`src/source/pifo_pkg.sv`:
```
`default_nettype none

package pifo_pkg;

    // ---------------------------------------------------------------------
    // Widths
    // ---------------------------------------------------------------------
    localparam int RANK_W     = 4;
    localparam int PAYLOAD_W  = 8;
    localparam int MAX_LEVELS = 6;
    localparam int COUNT_W    = MAX_LEVELS + 1;  // Root slot holds up to 2**MAX_LEVELS - 1

    // ---------------------------------------------------------------------
    // Entry and node word
    // ---------------------------------------------------------------------
    typedef logic [RANK_W-1:0]    rank_t;     // Smaller rank leaves first
    typedef logic [PAYLOAD_W-1:0] payload_t;
    typedef logic [COUNT_W-1:0]   count_t;

    typedef struct packed {
        payload_t payload;
        rank_t    rank;       // Low bits of the entry
    } entry_t;

    typedef struct packed {
        count_t count;        // Entries in this slot's subtree, slot included
        entry_t entry;
    } slot_t;

    typedef struct packed {
        slot_t slot1;
        slot_t slot0;
    } node_word_t;

    localparam rank_t  EMPTY_RANK  = '1;
    localparam entry_t EMPTY_ENTRY = '{payload: '0, rank: EMPTY_RANK};
    localparam slot_t  EMPTY_SLOT  = '{count: '0, entry: EMPTY_ENTRY};

    // Level FSM with neighbouring states one bit apart
    typedef enum logic [1:0] {
        ST_IDLE = 2'b00,
        ST_PUSH = 2'b01,
        ST_POP  = 2'b11,
        ST_WB   = 2'b10
    } level_state_e;

endpackage

`default_nettype wire

```
`src/source/pifo_host_port.sv`:
```
`timescale 1ns/100ps
`default_nettype none

module pifo_host_port #(
    parameter int LEVELS = 3
) (
    input  wire               i_clk,
    input  wire               i_arst_n,
    input  wire               i_push,
    input  wire               i_pop,
    input  pifo_pkg::rank_t    i_rank,
    input  pifo_pkg::payload_t i_payload,
    output logic              o_ready,
    output logic              o_full,
    output logic              o_empty,
    output logic              o_push_cmd,
    output logic              o_pop_cmd,
    output pifo_pkg::entry_t   o_push_entry,
    output logic              o_pop_pending
);
    import pifo_pkg::*;

    // Two slots per node, 2**k nodes on level k
    localparam int CAPACITY = 2 ** (LEVELS + 1) - 2;
    localparam int OCC_W    = $clog2(CAPACITY + 1);

    logic [OCC_W-1:0] occ_q;
    logic [1:0]       gap_q;    // Cycles left before the next command

    // ----------------------------------------------------------------------
    // Acceptance
    // ----------------------------------------------------------------------
    assign o_ready = (gap_q == 2'd0);
    assign o_full  = (occ_q == OCC_W'(CAPACITY));
    assign o_empty = (occ_q == '0);

    // Pop has priority over a simultaneous push
    assign o_pop_cmd  = i_pop & o_ready & ~o_empty;
    assign o_push_cmd = i_push & ~i_pop & o_ready & ~o_full;

    assign o_push_entry = '{payload: i_payload, rank: i_rank};

    // ----------------------------------------------------------------------
    // Occupancy and command spacing
    // ----------------------------------------------------------------------
    always_ff @(posedge i_clk or negedge i_arst_n) begin
        if (!i_arst_n) begin
            occ_q         <= '0;
            gap_q         <= 2'd0;
            o_pop_pending <= 1'b0;
        end else begin
            o_pop_pending <= o_pop_cmd;  // Root shows the entry next cycle
            if (o_pop_cmd) begin
                occ_q <= occ_q - 1'b1;
                gap_q <= 2'd2;           // Covers ST_POP and ST_WB at the root
            end else if (o_push_cmd) begin
                occ_q <= occ_q + 1'b1;
                gap_q <= 2'd1;           // Root write-back of the push
            end else if (gap_q != 2'd0) begin
                gap_q <= gap_q - 1'b1;
            end
        end
    end

endmodule

`default_nettype wire

```
`src/source/pifo_level_ram.sv`:
```
`timescale 1ns/100ps
`default_nettype none

module pifo_level_ram #(
    parameter int  LEVEL_IDX = 0,
    localparam int ADDR_W    = (LEVEL_IDX == 0) ? 1 : LEVEL_IDX
) (
    input  wire                 i_clk,
    input  wire                 i_arst_n,
    input  wire                 i_rd_en,
    input  wire [ADDR_W-1:0]    i_rd_addr,
    input  wire                 i_wr_en,
    input  wire [ADDR_W-1:0]    i_wr_addr,
    input  pifo_pkg::node_word_t i_wr_word,
    output pifo_pkg::node_word_t o_rd_word
);
    import pifo_pkg::*;

    localparam int DEPTH = 2 ** LEVEL_IDX;  // One word per node on this level
    localparam node_word_t EMPTY_WORD = '{slot1: EMPTY_SLOT, slot0: EMPTY_SLOT};

    node_word_t mem [DEPTH];

    // Flop array so the whole tree starts empty
    always_ff @(posedge i_clk or negedge i_arst_n) begin
        if (!i_arst_n) begin
            for (int i = 0; i < DEPTH; i++)
                mem[i] <= EMPTY_WORD;
            o_rd_word <= EMPTY_WORD;
        end else begin
            if (i_wr_en)
                mem[i_wr_addr] <= i_wr_word;
            if (i_rd_en)
                o_rd_word <= mem[i_rd_addr];  // Held until the next read
        end
    end

endmodule

`default_nettype wire

```
`src/source/pifo_level.sv`:
```
`timescale 1ns/100ps
`default_nettype none

module pifo_level #(
    parameter int  LEVELS    = 3,
    parameter int  LEVEL_IDX = 0,
    localparam int ADDR_W    = (LEVEL_IDX == 0) ? 1 : LEVEL_IDX
) (
    input  wire                   i_clk,
    input  wire                   i_arst_n,
    // From parent
    input  wire                   i_push,
    input  pifo_pkg::entry_t       i_push_entry,
    input  wire                   i_pop,
    input  wire [ADDR_W-1:0]      i_addr,
    output pifo_pkg::entry_t       o_pop_entry,
    // To child
    input  pifo_pkg::entry_t       i_child_pop_entry,
    output logic                  o_child_push,
    output pifo_pkg::entry_t       o_child_push_entry,
    output logic                  o_child_pop,
    output logic [LEVEL_IDX:0]    o_child_addr,
    // Level memory
    output logic                  o_rd_en,
    output logic [ADDR_W-1:0]     o_rd_addr,
    input  pifo_pkg::node_word_t   i_rd_word,
    output logic                  o_wr_en,
    output logic [ADDR_W-1:0]     o_wr_addr,
    output pifo_pkg::node_word_t   o_wr_word
);
    import pifo_pkg::*;

    localparam bit IS_LEAF = (LEVEL_IDX >= LEVELS - 1);

    level_state_e      state_q;
    level_state_e      state_d;
    entry_t            entry_q;   // Entry carried by the pending push
    logic [ADDR_W-1:0] addr_q;

    logic   cmd_take;
    logic   push_sel;
    logic   pop_sel;
    logic   sel;
    slot_t  sel_slot;
    slot_t  new_slot;
    logic   child_push;
    logic   child_pop;
    entry_t child_push_entry;
    logic   [ADDR_W:0] child_addr_full;

    // ----------------------------------------------------------------------
    // Command intake and FSM
    // ----------------------------------------------------------------------
    // Parent never issues a command while this level is in ST_POP
    assign cmd_take  = (i_push | i_pop) & (state_q != ST_POP);
    assign o_rd_en   = cmd_take;
    assign o_rd_addr = i_addr;

    always_comb begin
        state_d = ST_IDLE;
        if (state_q == ST_POP) begin
            state_d = ST_WB;
        end else if (i_pop) begin
            state_d = ST_POP;
        end else if (i_push) begin
            state_d = ST_PUSH;
        end
    end

    always_ff @(posedge i_clk or negedge i_arst_n) begin
        if (!i_arst_n)
            state_q <= ST_IDLE;
        else
            state_q <= state_d;
    end

    always_ff @(posedge i_clk) begin
        if (cmd_take) begin
            entry_q <= i_push_entry;
            addr_q  <= i_addr;
        end
    end

    // ----------------------------------------------------------------------
    // Slot choice
    // ----------------------------------------------------------------------
    // Push goes to the emptier subtree, pop takes the smaller rank
    assign push_sel = (i_rd_word.slot1.count < i_rd_word.slot0.count);
    assign pop_sel  = (i_rd_word.slot1.entry.rank < i_rd_word.slot0.entry.rank);
    assign sel      = (state_q == ST_PUSH) ? push_sel : pop_sel;
    assign sel_slot = sel ? i_rd_word.slot1 : i_rd_word.slot0;

    always_comb begin
        new_slot         = sel_slot;
        o_wr_en          = 1'b0;
        child_push       = 1'b0;
        child_push_entry = entry_q;
        child_pop        = 1'b0;
        o_pop_entry      = EMPTY_ENTRY;
        case (state_q)
            ST_PUSH: begin
                o_wr_en        = 1'b1;
                new_slot.count = sel_slot.count + 1'b1;
                if (sel_slot.entry.rank == EMPTY_RANK) begin
                    new_slot.entry = entry_q;          // Lands here, nothing goes down
                end else begin
                    child_push = 1'b1;
                    if (entry_q.rank < sel_slot.entry.rank) begin
                        new_slot.entry   = entry_q;
                        child_push_entry = sel_slot.entry;
                    end
                end
            end
            ST_POP: begin
                o_pop_entry = sel_slot.entry;
                child_pop   = 1'b1;
            end
            ST_WB: begin
                o_wr_en        = 1'b1;
                new_slot.entry = i_child_pop_entry;    // Empty rank if child had none
                if (sel_slot.count != '0)
                    new_slot.count = sel_slot.count - 1'b1;
            end
            default: ;
        endcase
    end

    // ----------------------------------------------------------------------
    // Write-back and child side
    // ----------------------------------------------------------------------
    always_comb begin
        o_wr_word = i_rd_word;
        if (sel)
            o_wr_word.slot1 = new_slot;
        else
            o_wr_word.slot0 = new_slot;
    end

    assign o_wr_addr = addr_q;

    assign child_addr_full = {addr_q, sel};
    assign o_child_addr    = child_addr_full[LEVEL_IDX:0];  // Root word address is dropped

    assign o_child_push       = IS_LEAF ? 1'b0 : child_push;
    assign o_child_pop        = IS_LEAF ? 1'b0 : child_pop;
    assign o_child_push_entry = child_push_entry;

endmodule

`default_nettype wire

```
`src/source/pifo_pop_out.sv`:
```
`timescale 1ns/100ps
`default_nettype none

module pifo_pop_out (
    input  wire               i_clk,
    input  wire               i_arst_n,
    input  wire               i_capture,
    input  pifo_pkg::entry_t   i_entry,
    output logic              o_pop_valid,
    output pifo_pkg::rank_t    o_pop_rank,
    output pifo_pkg::payload_t o_pop_payload
);
    import pifo_pkg::*;

    rank_t    rank_q;
    payload_t payload_q;

    // Single-cycle strobe without back-pressure
    always_ff @(posedge i_clk or negedge i_arst_n) begin
        if (!i_arst_n)
            o_pop_valid <= 1'b0;
        else
            o_pop_valid <= i_capture;
    end

    // Last popped entry stays visible between pops
    always_ff @(posedge i_clk) begin
        if (i_capture) begin
            rank_q    <= i_entry.rank;
            payload_q <= i_entry.payload;
        end
    end

    assign o_pop_rank    = rank_q;
    assign o_pop_payload = payload_q;

endmodule

`default_nettype wire

```
`src/source/pifo_top.sv`:
```
`timescale 1ns/100ps
`default_nettype none

module pifo_top #(
    parameter int LEVELS = 3
) (
    input  wire               i_clk,
    input  wire               i_arst_n,
    input  wire               i_push,
    input  wire               i_pop,
    input  pifo_pkg::rank_t    i_rank,
    input  pifo_pkg::payload_t i_payload,
    output logic              o_ready,
    output logic              o_full,
    output logic              o_empty,
    output logic              o_pop_valid,
    output pifo_pkg::rank_t    o_pop_rank,
    output pifo_pkg::payload_t o_pop_payload
);
    import pifo_pkg::*;

    if (LEVELS < 1 || LEVELS > MAX_LEVELS) begin : g_bad_depth
        $error("pifo_top: LEVELS out of range");
    end

    // Chain between levels where index k is the input side of level k
    logic              lvl_push       [LEVELS];
    logic              lvl_pop        [LEVELS];
    entry_t            lvl_push_entry [LEVELS];
    entry_t            lvl_pop_entry  [LEVELS];
    logic [LEVELS-1:0] lvl_addr       [LEVELS];
    logic              pop_pending;

    pifo_host_port #(
        .LEVELS (LEVELS)
    ) i_host_port (
        .i_clk         (i_clk),
        .i_arst_n      (i_arst_n),
        .i_push        (i_push),
        .i_pop         (i_pop),
        .i_rank        (i_rank),
        .i_payload     (i_payload),
        .o_ready       (o_ready),
        .o_full        (o_full),
        .o_empty       (o_empty),
        .o_push_cmd    (lvl_push[0]),
        .o_pop_cmd     (lvl_pop[0]),
        .o_push_entry  (lvl_push_entry[0]),
        .o_pop_pending (pop_pending)
    );

    assign lvl_addr[0] = '0;  // Single word at the root

    // ----------------------------------------------------------------------
    // Level chain
    // ----------------------------------------------------------------------
    for (genvar k = 0; k < LEVELS; k++) begin : g_level
        localparam int AW = (k == 0) ? 1 : k;

        logic        child_push;
        logic        child_pop;
        entry_t      child_push_entry;
        entry_t      child_ret;
        logic [k:0]  child_addr;
        logic        rd_en;
        logic        wr_en;
        logic [AW-1:0] rd_addr;
        logic [AW-1:0] wr_addr;
        node_word_t  rd_word;
        node_word_t  wr_word;

        pifo_level #(
            .LEVELS    (LEVELS),
            .LEVEL_IDX (k)
        ) i_level (
            .i_clk              (i_clk),
            .i_arst_n           (i_arst_n),
            .i_push             (lvl_push[k]),
            .i_push_entry       (lvl_push_entry[k]),
            .i_pop              (lvl_pop[k]),
            .i_addr             (lvl_addr[k][AW-1:0]),
            .o_pop_entry        (lvl_pop_entry[k]),
            .i_child_pop_entry  (child_ret),
            .o_child_push       (child_push),
            .o_child_push_entry (child_push_entry),
            .o_child_pop        (child_pop),
            .o_child_addr       (child_addr),
            .o_rd_en            (rd_en),
            .o_rd_addr          (rd_addr),
            .i_rd_word          (rd_word),
            .o_wr_en            (wr_en),
            .o_wr_addr          (wr_addr),
            .o_wr_word          (wr_word)
        );

        pifo_level_ram #(
            .LEVEL_IDX (k)
        ) i_ram (
            .i_clk     (i_clk),
            .i_arst_n  (i_arst_n),
            .i_rd_en   (rd_en),
            .i_rd_addr (rd_addr),
            .i_wr_en   (wr_en),
            .i_wr_addr (wr_addr),
            .i_wr_word (wr_word),
            .o_rd_word (rd_word)
        );

        if (k < LEVELS - 1) begin : g_link
            assign lvl_push[k+1]       = child_push;
            assign lvl_pop[k+1]        = child_pop;
            assign lvl_push_entry[k+1] = child_push_entry;
            assign lvl_addr[k+1]       = {{(LEVELS - k - 1){1'b0}}, child_addr};
            assign child_ret           = lvl_pop_entry[k+1];
        end else begin : g_leaf
            assign child_ret = EMPTY_ENTRY;  // Nothing below the last level
        end
    end

    pifo_pop_out i_pop_out (
        .i_clk         (i_clk),
        .i_arst_n      (i_arst_n),
        .i_capture     (pop_pending),
        .i_entry       (lvl_pop_entry[0]),
        .o_pop_valid   (o_pop_valid),
        .o_pop_rank    (o_pop_rank),
        .o_pop_payload (o_pop_payload)
    );

endmodule

`default_nettype wire

```
`config.mk`:
```
export PLATFORM = sky130hd
export DESIGN_NAME = pifo_top
export DESIGN_NICKNAME = d
export VERILOG_FILES = /design/src/source/pifo_pkg.sv /design/src/source/pifo_host_port.sv /design/src/source/pifo_level_ram.sv /design/src/source/pifo_level.sv /design/src/source/pifo_pop_out.sv /design/src/source/pifo_top.sv
export SDC_FILE = /design/constraint.sdc
export NUM_CORES = 1
export LEC_CHECK = 0
export BUFFER_PORTS_ARGS = -buffer_cell sky130_fd_sc_hd__buf_2
export CAP_MARGIN = 20
export CELL_PAD_IN_SITES_DETAIL_PLACEMENT = 1
export CELL_PAD_IN_SITES_GLOBAL_PLACEMENT = 1
export CORE_UTILIZATION = 55
export DETAILED_ROUTE_END_ITERATION = 10
export GPL_TIMING_DRIVEN = 0
export PLACE_DENSITY = 0.87
export SLEW_MARGIN = 15
export SYNTH_ARGS = -nofsm -noshare
export SYNTH_HDL_FRONTEND = slang
export SYNTH_SLANG_ARGS = --single-unit
```
`constraint.sdc`:
```
create_clock -name i_clk -period 12.17 [get_ports i_clk]
set_clock_uncertainty 0.15 [all_clocks]
set_input_delay 1.217 -clock i_clk [delete_from_list [all_inputs] [get_ports i_clk]]
set_output_delay 1.217 -clock i_clk [all_outputs]
set_load 0.1 [all_outputs]
```
==> results.yml, run 1 <==
clocking:
  cts.reportedPaths.clkPinSlew_ns: 0.06
  cts_buffers: 48
  cts.sink_count: 445
  post_cts_resized: 0
  post_cts_buffers: 0
  root_buffer: "clkbuf_16"
  clock_latency_ns: 0.61
  cts.htree.levels: 2
  cts.path.max_buffers: 3
  cts_tree: "done"
  ctsHoldBuffers: 0
setup_path:
  cp.depth: 18
  cp_slowest_stage_delay_ns: 0.67
  r2r-start: "g_level[0].i_ram.o_rd_word[13]"
  r2r-end: "g_level[0].i_ram.mem[25]"
  crit_slowest_cell: "a311oi_4"
  rrSetupSlack_ns: 5.51
  crit_chain: "inv_1 > ha_1 > a21o_1 > a21oi_1 > o211a_1 > clkbuf_1 > nor2_2 > inv_1 > clkbuf_1 > clkbuf_1 > a21oi_1 > ha_1 > or4_4 > a311oi_4 > buf_2 > a21oi_1 > o22ai_1 > o21ai_0"
  path_max_fanout: 10
  start_kind: "flop"
  critical_path_arrival_ns: 6.96
  worst_r2r_path_depth: 18
  critPathRequiredTime_ns: 12.47
  path_class: "reg2reg"
  path_buf_inv: 6
  cp-end-kind: "flop"
  critical-path-top-delay-family: "buffers and inverters"
routing:
  firstDrtPassIters: 6
  viasPerCell: 6.91
  wl_per_cell_um: 28.1
  ant_nets: 0
  drt_wl_total_um: 87300
  drc_errors: 0
  drtIter0Drc: 2355
  vias: 21500
synthesis:
  synth-seq-cells: 445
  synth_compound_area_share_pct: 20.7
  syn_avg_cell_area_sq_um: 9.90
  synth_top_family_by_area: "compound AO/OA/AOI/OAI gates"
  synth_xor_area_share_pct: 0.257
  synth_flop_cell: "dfrtp_1"
  synth_top_cell_area_share_pct: 33.0
  postSynthCellCount: 2406
  synth_area_leader_cell: "dfrtp_1"
  syn-num-nets: 2475
  ys_seq_area_share_pct: 48.2
  synth_edf_count: 51
  synthTopCellsByArea: "dfrtp_1 (33%), dfstp_2 (8.8%), edfxtp_1 (6.4%)"
  synth_fa_ha_area_share_pct: 3.07
  async_flop_share_pct: 88.5
  ys_types: 93
  ys.warnings.count: 0
  synth.mux.area_fraction_pct: 9.56
  synth_simple_gate_area_share_pct: 13.9
  synthesis.area_sq_um: 23800
placement:
  place_congestion: 0.946
  dp.cells: 3020
  dpl_cell_area_sq_um: 24800
  dpl.hpwl_um: 61300
  port_buffers: 31
sta:
  slew_viol_final: 0
  hold_violations: 0
  clock.fmax_mhz: 150
  tns_ns: 0
  maxSlewHeadroom_pct: 25.9
  fin_hold_ws_ns: 0.325
  rsz0062_at_grt: "false"
  worst_pin_slew_ns: 1.11
  post-route-min-period_ns: 6.66
  setup-violations-final: 0
  min_period_over_period_pct: 54.7
min_path:
  hold_path_end: "g_level[0].i_ram.mem[35]"
  min_path_cells: 1
  min-delay-start: "g_level[0].i_ram.mem[35]"
  min_path_type: "reg2reg"
final_layout:
  final_common_cell: "dfrtp_1"
  drive_above_1_share_pct: 15.1
  stdcell_count: 3111
  area_growth_pct: 10.9
  layout_common_cells: "dfrtp_1 (314), nand2_1 (306), o21ai_0 (220)"
  final_area_sq_um: 26400
  n_antenna_cell: 0
  final_net_count: 2563
global_routing:
  grt_max_degree: 88
  gr-total-overflow: 0
  grt_first_pass_wirelength_um: 136000
  grt_pass1_vias: 23300
  grt_util_all_layers_pct: 40.3
  antenna_found_initial: 0
die:
  die-area_sq_um: 44100
  io_pins: 32
  core-area_sq_um: 42300
  die_h_um: 210
  fp.dieW_um: 210
  rows: 75
  start_util_pct: 56.3
status:
  status: "finished, final reports clean"
run:
  maxCapViolCount: 0
[Yosys cell counts (all sizes together), types with 15 or more instances]
library cell	count
dfrtp	314
nand2	307
o21ai	225
a21oi	180
nor2	148
clkbuf	133
nand3	88
dfstp	80
inv	76
mux2	69
mux2i	62
o31ai	58
o211ai	55
ha	52
edfxtp	51
nor3	45
and3	43
buf	43
mux4	39
a21o	31
a221o	27
a31oi	25
o22ai	20
a211o	17
nor4	17
nand2b	16
a211oi	15
[per-layer routing]
layer	GRT usage (%)	vias up	wire, um
met5	0	-	0
met2	64.6	1063	41400
met4	22.3	0	4550
met1	51.2	11100	34300
met3	8.27	318	6970
li1	-	9018	-
[cell type report]
| class | instances | area (sq um) |
|---|---|---|
| clock inverter | 18 | 146 |
| tap | 577 | 722 |
| multi-input combinational | 1708 | 11300 |
| clock buffer | 72 | 1420 |
| buffer | 176 | 731 |
| inverter | 77 | 289 |
| sequential | 445 | 11500 |
| timing repair buffer | 38 | 309 |
| fill | 4683 | 15900 |
[registers in the layout, indices dropped and copies added (netlist names)]
name and flops:
g_level.i_level.entry_q 36, i_host_port.o_pop_pending 1, g_level.i_ram.o_rd_word 114, i_host_port.gap_q 2, g_level.i_level.state_q 6, i_host_port.occ_q 4, g_level.i_ram.mem 266, i_pop_out.o_pop_rank 4
i_pop_out.o_pop_payload 8, i_pop_out.o_pop_valid 1, g_level.i_level.o_wr_addr 3
[worst max path at each step]
stage                                               from                  endpoint  slack [ns]
after floorplan            g_level[0].i_ram.o_rd_word[1]  g_level[0].i_ram.mem[10]        7.45
after global placement                          i_arst_n  g_level[1].i_ram.mem[24]        2.11
after detailed placement  g_level[0].i_ram.o_rd_word[13]  g_level[0].i_ram.mem[26]        5.73
after CTS                 g_level[0].i_ram.o_rd_word[13]  g_level[0].i_ram.mem[25]        5.67
after global routing      g_level[0].i_ram.o_rd_word[13]  g_level[0].i_ram.mem[25]        5.28
final                     g_level[0].i_ram.o_rd_word[13]  g_level[0].i_ram.mem[25]        5.51
[per-stage QoR]
stage / setup slack (ns) / utilization (%)
after floorplan: 7.45 / -
after global placement: 2.11 / 58.3
after detailed placement: 5.73 / 58.7
after CTS: 5.67 / 62.4
after global routing: 5.28 / 62.4
final: 5.51 / 62.4
[cells by family after synthesis]
kind of cell    after synthesis
simple gates                727
flops                       445
mux                         170
compound gates              745
xor+xnor                      7
buf+inv                     253
fa+ha+maj                    59
Power of run 1 is left out: the tool's default activity adds up to more than one toggle a clock period on the data nets, which glitch-free logic cannot reach.
==> inputs of run 2 (changes only) <==
--- a/config.mk
+++ b/config.mk
@@ -9,10 +9,10 @@
 export CAP_MARGIN = 20
 export CELL_PAD_IN_SITES_DETAIL_PLACEMENT = 1
 export CELL_PAD_IN_SITES_GLOBAL_PLACEMENT = 1
-export CORE_UTILIZATION = 55
+export CORE_UTILIZATION = 51
 export DETAILED_ROUTE_END_ITERATION = 10
 export GPL_TIMING_DRIVEN = 0
-export PLACE_DENSITY = 0.87
+export PLACE_DENSITY = 0.82
 export SLEW_MARGIN = 15
 export SYNTH_ARGS = -nofsm -noshare
 export SYNTH_HDL_FRONTEND = slang
==> constraint.sdc (replaced) <==
create_clock -name i_clk -period 6.6 [get_ports i_clk]
set_clock_uncertainty 0.15 [all_clocks]
set_input_delay 0.66 -clock i_clk [delete_from_list [all_inputs] [get_ports i_clk]]
set_output_delay 0.66 -clock i_clk [all_outputs]
set_load 0.1 [all_outputs]
==> results.yml, run 2 (same netlist as run 1, synthesis figures left out) <==
clocking:
  cts.path.max_buffers: 3
  post_cts_buffers: 0
  cts.reportedPaths.clkPinSlew_ns: 0.06
  cts.sink_count: 445
  cts.htree.levels: 2
  root_buffer: "clkbuf_16"
  cts_buffers: 49
  clock_latency_ns: 0.62
  cts_tree: "done"
setup_path:
  cp-startpoint: "g_level[0].i_ram.o_rd_word[13]"
  r2r-start: "g_level[0].i_ram.o_rd_word[13]"
  cp_slowest_stage_delay_ns: 0.60
  critPathRequiredTime_ns: 6.92
  start_kind: "flop"
  path_max_fanout: 10
  crit_slowest_cell: "a311oi_4"
  critical_path_arrival_ns: 6.71
  cp_common_cell: "a21oi_1"
  endpoint: "g_level[0].i_ram.mem[29]"
  worst_r2r_path_depth: 19
  cp-end-kind: "flop"
  path_class: "reg2reg"
  r2r-end: "g_level[0].i_ram.mem[29]"
  rrSetupSlack_ns: 0.22
  crit_chain: "inv_1 > ha_1 > a21o_1 > a21oi_1 > o211a_1 > clkbuf_1 > nor2_2 > inv_1 > clkbuf_1 > buf_2 > nor2_1 > a21oi_1 > ha_1 > or4_4 > a311oi_4 > buf_2 > a21oi_1 > o22ai_1 > o21ai_0"
routing:
  highest_layer: "met4"
  wl_met2_um: 41300
  routed-wl-met3_um: 5010
  vias: 21000
  wl_per_cell_um: 27.2
  ant_nets: 0
  viasPerCell: 6.69
  drt_wl_total_um: 85300
  drtIter0Drc: 2026
  wl_met1_um: 35100
  firstDrtPassIters: 6
  drc_errors: 0
die:
  die_h_um: 218
  core-area_sq_um: 45700
  start_util_pct: 52.1
  io_pins: 32
  die-area_sq_um: 47600
  fp.dieW_um: 218
  rows: 78
final_layout:
  layout_common_cells: "dfrtp_1 (314), nand2_1 (306), o21ai_0 (220)"
  nFillCells: 5075
  regArea_sq_um: 11500
  top_register: "g_level.i_ram.mem"
  top_regs: "g_level.i_ram.mem: 266 flops, g_level.i_ram.o_rd_word: 114 flops, g_level.i_level.entry_q: 36 flops"
  largest_reg_flops: 266
  multi_input_area_sq_um: 11300
  area_growth_pct: 11.1
  final_net_count: 2564
  drive_above_1_share_pct: 15.1
  fin_util_pct: 57.9
  n_antenna_cell: 0
  final_common_cell: "dfrtp_1"
sta:
  maxSlewHeadroom_pct: 28.9
  rsz0062_at_grt: "false"
  hold_violations: 0
  min_period_over_period_pct: 96.7
  post-route-min-period_ns: 6.38
  slew_viol_final: 0
  setup-violations-final: 0
  worst_pin_slew_ns: 1.07
  clock.fmax_mhz: 157
placement:
  port_buffers: 31
  place_congestion: 0.945
  dpl.hpwl_um: 60100
global_routing:
  grt_pass1_vias: 22500
  gr-total-overflow: 0
  grt_first_pass_wirelength_um: 133000
  grt_util_all_layers_pct: 36.7
  grt_max_degree: 95
  antenna_found_initial: 0
run:
  maxCapViolCount: 0
min_path:
  min_path_type: "in2reg"
status:
  status: "finished, final reports clean"
[run 2: worst max-delay path: cells and delay by family, from the launching register on]
kind | cells | cell delay, ns
AOI/OAI and AO/OA | 8 | 2.08
adders and majority gates | 2 | 0.66
buffers and inverters | 6 | 1.99
DFF | 1 | 0.50
and+or+nand+nor | 3 | 0.86
[run 2: layout make-up]
| type | count | share of cell area, % |
|---|---|---|
| well taps | 600 | 2.84 |
| plain buffers | 176 | 2.77 |
| flip-flops and latches | 445 | 43.4 |
| clock inverters | 16 | 0.544 |
| inverters | 77 | 1.09 |
| multi-input cells | 1708 | 42.7 |
| repair buffers | 38 | 1.16 |
| clock buffers | 73 | 5.43 |
[run 2: worst min path at each step]
| stage | slack (ns) | startpoint | to | depth (start not counted) |
|---|---|---|---|---|
| finish | 0.07 | i_payload[3] | g_level[0].i_level.entry_q[7] | 1 |
| floorplan | 0.21 | i_arst_n | g_level[0].i_level.state_q[0] | 0 |
| global placement | 0.30 | g_level[0].i_ram.mem[17] | g_level[0].i_ram.o_rd_word[17] | 2 |
| CTS | 0.05 | i_payload[1] | g_level[0].i_level.entry_q[5] | 1 |
| detailed placement | 0.32 | g_level[2].i_ram.mem[115] | g_level[2].i_ram.mem[115] | 2 |
| global route | 0.07 | i_payload[3] | g_level[0].i_level.entry_q[7] | 1 |
[run 2: stage by stage]
stage	std cells	hold slack [ns]	worst slack [ns]	setup TNS, ns	instance area [sq um]
after floorplan	2406	0.214	1.88	0	23800
after global placement	3037	0.304	-2.89	-910.41	24700
after detailed placement	3043	0.319	0.204	0	24900
after CTS	3133	0.0529	0.148	0	26500
after global routing	3133	0.0660	0.00582	0	26500
final	3133	0.0690	0.215	0	26500
[run 2: per-layer routing]
layer | GRT usage, % | vias up
met5 | 0 | -
met1 | 47.8 | 10800
met2 | 60.5 | 844
met3 | 5.19 | 255
met4 | 17.6 | 0
li1 | - | 9030
[run 2: what timing repair did]
action                                  in CTS  in global routing
endpoints found under the setup margin       0                 13
hold endpoints to repair                    68                  0
resized for setup                            0                  2
hold buffers                                 1                  0
Power of run 2 is left out for the same reason.
